[src/design/pf_pkg.sv]
/*
 * shared widths, address and instruction word types, fetch FSM states
 * and the address source select used by the prefetch buffer
 */

package pf_pkg;

  // instruction addresses and fetched words are both one 32-bit word
  parameter int unsigned ADDR_WIDTH  = 32;
  parameter int unsigned INSTR_WIDTH = 32;

  // bytes per fetched word set both the sequential step and the alignment
  parameter int unsigned WORD_BYTES = 4;

  typedef logic [ADDR_WIDTH-1:0]  addr_t;
  typedef logic [INSTR_WIDTH-1:0] instr_t;

  // fetch FSM states, the aborted state drops one stale response
  typedef enum logic [2:0] {
    ST_IDLE,
    ST_WAIT_GNT,
    ST_WAIT_RVALID,
    ST_ABORTED,
    ST_WAIT_JUMP
  } fetch_state_e;

  // source of the address put on the memory bus in the current cycle
  typedef enum logic [1:0] {
    ADDR_REG,
    ADDR_SEQ,
    ADDR_BRANCH
  } addr_sel_e;

endpackage

[src/design/pf_buf_if.sv]
/*
 * handshake bundle between the fetch FSM and the instruction FIFO
 */

`timescale 1ns/1ps

interface pf_buf_if;

  // the controller tells the FIFO what to do with the current response
  logic push;
  logic flush;
  logic discard;

  // the FIFO reports its fill state back to the controller
  logic has_data;
  logic has_room;

  modport ctrl (
    output push,
    output flush,
    output discard,
    input  has_data,
    input  has_room
  );

  // FIFO side of the bundle
  modport buff (
    input  push,
    input  flush,
    input  discard,
    output has_data,
    output has_room
  );

endinterface

[src/design/pf_addr_gen.sv]
/*
 * fetch address register with word-aligned sequential step and branch select
 */

`timescale 1ns/1ps

module pf_addr_gen import pf_pkg::*; (
  input  logic      clk,
  input  logic      rst_n,
  input  logic      branch_i,
  input  addr_t     addr_i,
  input  addr_sel_e addr_sel_i,
  input  logic      addr_upd_i,
  output addr_t     instr_addr_o
);

  // low address bits that lie inside one fetched word
  localparam addr_t WORD_MASK = addr_t'(WORD_BYTES - 1);

  addr_t addr_q;
  addr_t seq_addr;

  // next word after the last issued address, rounded down to a word first
  assign seq_addr = (addr_q & ~WORD_MASK) + addr_t'(WORD_BYTES);

  // a branch overrides whatever the controller selected
  always_comb begin
    if (branch_i) begin
      instr_addr_o = addr_i;
    end else begin
      unique case (addr_sel_i)
        ADDR_REG:    instr_addr_o = addr_q;
        ADDR_SEQ:    instr_addr_o = seq_addr;
        ADDR_BRANCH: instr_addr_o = addr_i;
        default:     instr_addr_o = addr_q;
      endcase
    end
  end

  // the register keeps the address that was last put on the bus
  always_ff @(posedge clk or negedge rst_n) begin
    if (!rst_n) begin
      addr_q <= '0;
    end else if (addr_upd_i) begin
      addr_q <= instr_addr_o;
    end
  end

endmodule

[src/design/pf_instr_buffer.sv]
/*
 * circular instruction FIFO with fill counter, memory bypass when empty
 * and valid/ready handshake toward the core
 */

`timescale 1ns/1ps

module pf_instr_buffer import pf_pkg::*; #(
  parameter int unsigned FIFO_DEPTH = 2
) (
  input  logic   clk,
  input  logic   rst_n,
  input  instr_t instr_rdata_i,
  input  logic   instr_rvalid_i,
  input  logic   ready_i,
  pf_buf_if.buff buf_buf,
  output logic   valid_o,
  output instr_t rdata_o
);

  localparam int unsigned PTR_W = $clog2(FIFO_DEPTH);
  localparam int unsigned CNT_W = $clog2(FIFO_DEPTH + 1);
  localparam logic [PTR_W-1:0] LAST_PTR = PTR_W'(FIFO_DEPTH - 1);

  instr_t           mem_q [FIFO_DEPTH];
  logic [PTR_W-1:0] rd_ptr_q;
  logic [PTR_W-1:0] wr_ptr_q;
  logic [CNT_W-1:0] count_q;
  logic             do_push;
  logic             do_pop;

  // pointers wrap at the depth, which need not be a power of two
  function automatic logic [PTR_W-1:0] next_ptr(input logic [PTR_W-1:0] ptr);
    next_ptr = (ptr == LAST_PTR) ? '0 : ptr + 1'b1;
  endfunction

  assign buf_buf.has_data = (count_q != '0);

  // one slot stays free for the response of the request now in flight
  assign buf_buf.has_room = (count_q < CNT_W'(FIFO_DEPTH - 1));

  // flush wins over push and pop in the same cycle
  assign do_push = buf_buf.push & ~buf_buf.flush;
  assign do_pop  = buf_buf.has_data & ready_i & ~buf_buf.flush;

  ////////////////////////////////////////////////////////////////////////////
  // core side output
  ////////////////////////////////////////////////////////////////////////////

  always_comb begin
    if (buf_buf.has_data) begin
      valid_o = 1'b1;
      rdata_o = mem_q[rd_ptr_q];
    end else begin
      // empty FIFO, the memory response goes straight to the core
      valid_o = instr_rvalid_i & ~buf_buf.discard;
      rdata_o = instr_rdata_i & {INSTR_WIDTH{instr_rvalid_i}};
    end
  end

  ////////////////////////////////////////////////////////////////////////////
  // storage and pointers
  ////////////////////////////////////////////////////////////////////////////

  always_ff @(posedge clk) begin
    if (do_push) begin
      mem_q[wr_ptr_q] <= instr_rdata_i;
    end
  end

  always_ff @(posedge clk or negedge rst_n) begin
    if (!rst_n) begin
      rd_ptr_q <= '0;
      wr_ptr_q <= '0;
      count_q  <= '0;
    end else if (buf_buf.flush) begin
      rd_ptr_q <= '0;
      wr_ptr_q <= '0;
      count_q  <= '0;
    end else begin
      if (do_push) begin
        wr_ptr_q <= next_ptr(wr_ptr_q);
      end
      if (do_pop) begin
        rd_ptr_q <= next_ptr(rd_ptr_q);
      end
      // a push and a pop together leave the fill level unchanged
      unique case ({do_push, do_pop})
        2'b10:   count_q <= count_q + 1'b1;
        2'b01:   count_q <= count_q - 1'b1;
        default: count_q <= count_q;
      endcase
    end
  end

endmodule

[src/design/pf_fetch_ctrl.sv]
/*
 * fetch FSM for the req/gnt/rvalid memory port, drives FIFO push and
 * flush, address select and update, fetch failure and busy status
 */

`timescale 1ns/1ps

module pf_fetch_ctrl import pf_pkg::*; (
  input  logic      clk,
  input  logic      rst_n,
  input  logic      req_i,
  input  logic      branch_i,
  input  logic      ready_i,
  input  logic      instr_gnt_i,
  input  logic      instr_rvalid_i,
  input  logic      instr_err_pmp_i,
  pf_buf_if.ctrl    buf_ctrl,
  output logic      instr_req_o,
  output addr_sel_e addr_sel_o,
  output logic      addr_upd_o,
  output logic      fetch_failed_o,
  output logic      busy_o
);

  fetch_state_e state_q;
  fetch_state_e state_d;
  logic         launch;
  logic         keep_resp;

  ////////////////////////////////////////////////////////////////////////////
  // decisions shared by several states
  ////////////////////////////////////////////////////////////////////////////

  // a branch always starts a fetch, otherwise the core must ask for it and
  // the FIFO must be able to take the word that comes back
  assign launch = branch_i | (req_i & buf_ctrl.has_room);

  // a response is stored when older words sit ahead of it in the FIFO or
  // when the core cannot take it in this cycle
  assign keep_resp = buf_ctrl.has_data | ~ready_i;

  // buffered words belong to the old stream once a branch is seen
  assign buf_ctrl.flush = branch_i;

  // the response that ends the aborted state is stale and never reaches the core
  assign buf_ctrl.discard = (state_q == ST_ABORTED);

  assign busy_o = (state_q != ST_IDLE) | instr_req_o;

  ////////////////////////////////////////////////////////////////////////////
  // next state and outputs
  ////////////////////////////////////////////////////////////////////////////

  always_comb begin
    state_d        = state_q;
    instr_req_o    = 1'b0;
    addr_sel_o     = branch_i ? ADDR_BRANCH : ADDR_SEQ;
    addr_upd_o     = 1'b0;
    fetch_failed_o = 1'b0;
    buf_ctrl.push  = 1'b0;

    unique case (state_q)
      // nothing outstanding, the next word follows the last issued address
      ST_IDLE: begin
        if (launch) begin
          instr_req_o = 1'b1;
          addr_upd_o  = 1'b1;
          state_d     = instr_gnt_i ? ST_WAIT_RVALID : ST_WAIT_GNT;
        end
      end

      // request held on the bus, only a branch may change its address
      ST_WAIT_GNT: begin
        instr_req_o = 1'b1;
        addr_sel_o  = branch_i ? ADDR_BRANCH : ADDR_REG;
        addr_upd_o  = branch_i;
        if (instr_gnt_i) begin
          state_d = ST_WAIT_RVALID;
        end
      end

      // granted, the next request goes out in the cycle its data returns
      ST_WAIT_RVALID: begin
        if (instr_rvalid_i) begin
          buf_ctrl.push = keep_resp;
          if (launch) begin
            instr_req_o = 1'b1;
            addr_upd_o  = 1'b1;
            state_d     = instr_gnt_i ? ST_WAIT_RVALID : ST_WAIT_GNT;
          end else begin
            state_d = ST_IDLE;
          end
        end else if (branch_i) begin
          // keep the target and wait for the old response to drain
          addr_upd_o = 1'b1;
          state_d    = ST_ABORTED;
        end
      end

      // the register holds the branch target, the bus is free after rvalid
      ST_ABORTED: begin
        addr_sel_o = branch_i ? ADDR_BRANCH : ADDR_REG;
        addr_upd_o = branch_i;
        if (instr_rvalid_i) begin
          instr_req_o = 1'b1;
          state_d     = instr_gnt_i ? ST_WAIT_RVALID : ST_WAIT_GNT;
        end
      end

      // parked after a PMP fault until the core branches away
      ST_WAIT_JUMP: begin
        // the failure is only shown once the good words ahead of it are gone
        fetch_failed_o = ~buf_ctrl.has_data & ~branch_i;
        if (branch_i) begin
          instr_req_o = 1'b1;
          addr_upd_o  = 1'b1;
          state_d     = instr_gnt_i ? ST_WAIT_RVALID : ST_WAIT_GNT;
        end
      end

      default: begin
        state_d = ST_IDLE;
      end
    endcase

    // a faulting request counts as never granted, whatever gnt says
    if (instr_req_o && instr_err_pmp_i) begin
      state_d = ST_WAIT_JUMP;
    end
  end

  always_ff @(posedge clk or negedge rst_n) begin
    if (!rst_n) begin
      state_q <= ST_IDLE;
    end else begin
      state_q <= state_d;
    end
  end

endmodule

[src/design/prefetch_buffer.sv]
/*
 * prefetch buffer top level, joins the fetch FSM, address generator and
 * instruction FIFO to the core and memory ports
 */

`timescale 1ns/1ps

module prefetch_buffer import pf_pkg::*; #(
  parameter int unsigned FIFO_DEPTH = 2
) (
  input  logic   clk,
  input  logic   rst_n,

  // core side
  input  logic   req_i,
  input  logic   branch_i,
  input  addr_t  addr_i,
  input  logic   ready_i,
  output logic   valid_o,
  output instr_t rdata_o,

  // instruction memory side
  output logic   instr_req_o,
  output addr_t  instr_addr_o,
  input  logic   instr_gnt_i,
  input  instr_t instr_rdata_i,
  input  logic   instr_rvalid_i,
  input  logic   instr_err_pmp_i,

  // status
  output logic   fetch_failed_o,
  output logic   busy_o
);

  addr_sel_e addr_sel;
  logic      addr_upd;

  // push, flush and fill state between the FSM and the FIFO
  pf_buf_if buf_if ();

  pf_fetch_ctrl fetch_ctrl_i (
    .clk             (clk),
    .rst_n           (rst_n),
    .req_i           (req_i),
    .branch_i        (branch_i),
    .ready_i         (ready_i),
    .instr_gnt_i     (instr_gnt_i),
    .instr_rvalid_i  (instr_rvalid_i),
    .instr_err_pmp_i (instr_err_pmp_i),
    .buf_ctrl        (buf_if.ctrl),
    .instr_req_o     (instr_req_o),
    .addr_sel_o      (addr_sel),
    .addr_upd_o      (addr_upd),
    .fetch_failed_o  (fetch_failed_o),
    .busy_o          (busy_o)
  );

  pf_addr_gen addr_gen_i (
    .clk          (clk),
    .rst_n        (rst_n),
    .branch_i     (branch_i),
    .addr_i       (addr_i),
    .addr_sel_i   (addr_sel),
    .addr_upd_i   (addr_upd),
    .instr_addr_o (instr_addr_o)
  );

  pf_instr_buffer #(
    .FIFO_DEPTH (FIFO_DEPTH)
  ) instr_buffer_i (
    .clk            (clk),
    .rst_n          (rst_n),
    .instr_rdata_i  (instr_rdata_i),
    .instr_rvalid_i (instr_rvalid_i),
    .ready_i        (ready_i),
    .buf_buf        (buf_if.buff),
    .valid_o        (valid_o),
    .rdata_o        (rdata_o)
  );

endmodule

[config.mk]
export PLATFORM = sky130hd
export DESIGN_NAME = prefetch_buffer
export DESIGN_NICKNAME = d
export VERILOG_FILES = /design/src/design/pf_pkg.sv /design/src/design/pf_buf_if.sv /design/src/design/pf_addr_gen.sv /design/src/design/pf_instr_buffer.sv /design/src/design/pf_fetch_ctrl.sv /design/src/design/prefetch_buffer.sv
export SDC_FILE = /design/constraint.sdc
export NUM_CORES = 1
export LEC_CHECK = 0
export CAP_MARGIN = 20
export CELL_PAD_IN_SITES_DETAIL_PLACEMENT = 2
export CELL_PAD_IN_SITES_GLOBAL_PLACEMENT = 2
export CORE_MARGIN = 2
export CORE_UTILIZATION = 39
export CTS_CLUSTER_DIAMETER = 30
export DETAILED_ROUTE_END_ITERATION = 8
export DONT_BUFFER_PORTS = 1
export GPL_ROUTABILITY_DRIVEN = 0
export PLACE_DENSITY = 0.83
export SYNTH_ARGS = -nofsm -noshare
export SYNTH_HDL_FRONTEND = slang
export SYNTH_SLANG_ARGS = --single-unit
[constraint.sdc]
create_clock -name clk -period 6.05 [get_ports clk]
set_input_delay 0.605 -clock clk [delete_from_list [all_inputs] [get_ports clk]]
set_output_delay 0.605 -clock clk [all_outputs]
set_load 0.03 [all_outputs]
==> results.md <==
* Largest net degree at the start of global routing at slightly below 80
* Seq/Total Area, Yosys at 50.5%
* Max incr delay on CP at ~720 ps
* Final min period at 3820 ps
* Clock Path Buffers at 2
* Worst slew pin tran at 1080 ps
* Distinct cell type count after synthesis at 56
* Total number of vias at 4489
* Crit-path leading delay family: simple AND/OR/NAND/NOR gates
* Row cnt at 44
* Initial Util at 39.7%
* Layout cells sized above 1 at 8.93%
* H-tree depth at 3
* Most frequent cell after synthesis: nand2_1
* Final Cycle Share at 63.2%
* Die Area at 15700 sq um
* Synth Register Bits at slightly above 100
* PwrDens at 501 nW/um^2
* Critical-path top delay cell: o21ai_0
* Setup Skew at roughly 15 ps
* Placed Instance Area at slightly below 6000 sq um
* Worst min path class: in -> async
* Final nets at 630
* Worst-path clk slew at 80 ps
* Vias in the first global route at 4903
* FFs w/ async S/R, synth at 37.9%
* Setup TNS Final at 0 ps
* Worst reg2reg path depth at 5
* Worst r2r src: fetch_ctrl_i.state_q[0]
* Worst-skew pair later-pin latency at 360 ps
* Dominant synthesized flop cell: edfxtp_1
* Post-Syn Nets at 648
* Die Ht at 125 microns
* Initial antenna violation count at 0
* Setup CP Type: reg -> out
* Grt total ovfl at 0
* Number of synthesized flops with an enable pin at 64
* CTS sink cnt at 103
* Mapped Area at about 5700 sq um
* DR pass1 iterations at 4
* Setup violators final at 0
* Total Wirelength at between 15000 and 20000 microns
* Status: finished, final reports clean
* Cells after synthesis at 573
* Core area at 14400 sq um
* CP arrival at 3220 ps
* FF-to-FF setup slack at 3090 ps
* Post-synth top area cell: edfxtp_1
* CP bufs+invs at 0
* Postcts setup bufs at 0
* Max-slew headroom at 27.2%
* DR iter-0 viols at ~230
* Overall Global Routing Usage at a little over a fifth
* Avg WL per Cell at 22.8 microns
* Port bufs at 0
* Commonest cells post-synth: 97 x nand2_1, 67 x o21ai_0, 64 x edfxtp_1
* Worst setup EP type: output port
* Chip Width at 125 microns
* Num ports at 140
* Power Total at between 3000 and 4000 uW
* ANT cells at 0
* Vias per cell at 6.03
* Area delta synth->final at 8.53%
* Final Hold Vio Count at 0
* RSZ-0062 raised after global routing: no
* CP cell instances: nand2b_1 > nand3_2 > or4_1 > xor2_1 > o21ai_0
* Slew Limit Fails at 0
* Max-cap violations at 0
* Synthesized area per cell at 10.0 sq um
* CP startpoint kind: flip-flop
* DRC errors left at 0
* Pleak at around 0.0021 uW
* Design area at 6220 sq um
* CTS root buffer: clkbuf_16
* DP HPWL at about 12000 microns
* Routed Antenna Nets at 0
* CP required at 5440 ps
* Fmax at between 200 and 300 MHz
* Synth area leaders: edfxtp_1 34%, dfrtp_1 17%, mux2i_1 8.0%
* Yosys warns at 0
* Peak supply drop at 0.183 mV
* Resized cells post-CTS at 0
* CTS Buf Count at 9
* Worst-path maximum fanout at 15
* Synth top area share at 33.5%
* Reg-to-reg endpoint: addr_gen_i.addr_q[10]
* CTS tree: yes
* Hold WS at 75.9 ps
* First-pass GRT wire length at 27400 microns
[per-layer routing]
layer,vias to the layer above,part of all wire [%],track usage (%)
met2,112,53,39.4
met3,20,4.2,4.19
met4,0,1.7,7.32
li1,2081,-,-
met5,-,0,0
met1,2276,42,26.4
[per-stage QoR]
| step | util (%) | worst slack, ps | cells |
|---|---|---|---|
| detailed placement | 40.6 | 2640 | 720 |
| global route | 43.1 | 2050 | 744 |
| global placement | 40.6 | 2710 | 720 |
| CTS | 42.7 | 2220 | 737 |
| finish | 43.1 | 2230 | 744 |
| floorplan | - | 1830 | 573 |
[cells in the final DEF, fill, tap and decap left out, drive strengths merged, types with 13 or more instances in the layout]
cell type / Yosys / layout
nand2: 98 / 98
o21ai: 69 / 69
edfxtp: 64 / 64
mux2i: 46 / 46
dfrtp: 39 / 39
a21oi: 22 / 22
clkbuf: 34 / 15
xnor2: 14 / 14
nor2: 14 / 14
o22ai: 14 / 14
nand3: 14 / 14
nor3: 14 / 14
inv: 11 / 14
mux2: 13 / 13
[sequential cells by signal, indices dropped and copies added (netlist names)]
signal,count
fetch_ctrl_i.state_q,3
instr_buffer_i.count_q,2
instr_buffer_i.wr_ptr_q,1
instr_buffer_i.rd_ptr_q,1
addr_gen_i.addr_q,32
instr_buffer_i.mem_q,64
[where the power goes]
part	switching, uW	internal [uW]
registers	270	885
clock network	281	285
logic	973	421
total	1520	1590
[cells by family (layout without fill, tap and decap cells)]
| family | Yosys count | after routing | share of synthesized area, % |
|---|---|---|---|
| AO/OA/AOI/OAI | 138 | 138 | 14.3 |
| XOR/XNOR | 20 | 20 | 3.06 |
| adder cells (fa/ha/maj) | 3 | 3 | 0.655 |
| buffers and inverters | 52 | 39 | 3.56 |
| flip-flops | 103 | 103 | 50.5 |
| multiplexers | 59 | 59 | 10.6 |
| AND/OR/NAND/NOR | 198 | 198 | 17.3 |
[cell type report]
class	count	area [sq um]
inverters	11	41.3
flip-flops and latches	103	2900
fillers	1564	8200
clock buffers	9	225
well taps	184	230
clock inverters	7	55.1
multi-input cells	418	2650
repair buffers	12	119
[worst register-to-register path, cell delays in order (launching register included)]
cell and delay, ps:
dfrtp_1 690, nor2b_1 660, nor4_1 150, mux2_2 310, o21ai_0 800, mux2_2 300
[repair_timing]
action / in CTS / in global routing
hold buffers: 1 / 0
setup endpoints to repair: 0 / 0
endpoints found under the hold margin: 39 / 0
[worst max path at each step]
| stage | from | to | slack, ps | cells after the start |
|---|---|---|---|---|
| finish | fetch_ctrl_i.state_q[2] | instr_addr_o[25] | 2230 | 5 |
| global route | fetch_ctrl_i.state_q[2] | instr_addr_o[25] | 2050 | 5 |
| CTS | fetch_ctrl_i.state_q[0] | instr_addr_o[25] | 2220 | 5 |
| detailed placement | fetch_ctrl_i.state_q[2] | instr_addr_o[25] | 2640 | 5 |
| global placement | fetch_ctrl_i.state_q[0] | instr_addr_o[25] | 2710 | 5 |
| floorplan | fetch_ctrl_i.state_q[2] | instr_buffer_i.mem_q[1][0] | 1830 | 5 |
Power figures use the tool's default switching activity.
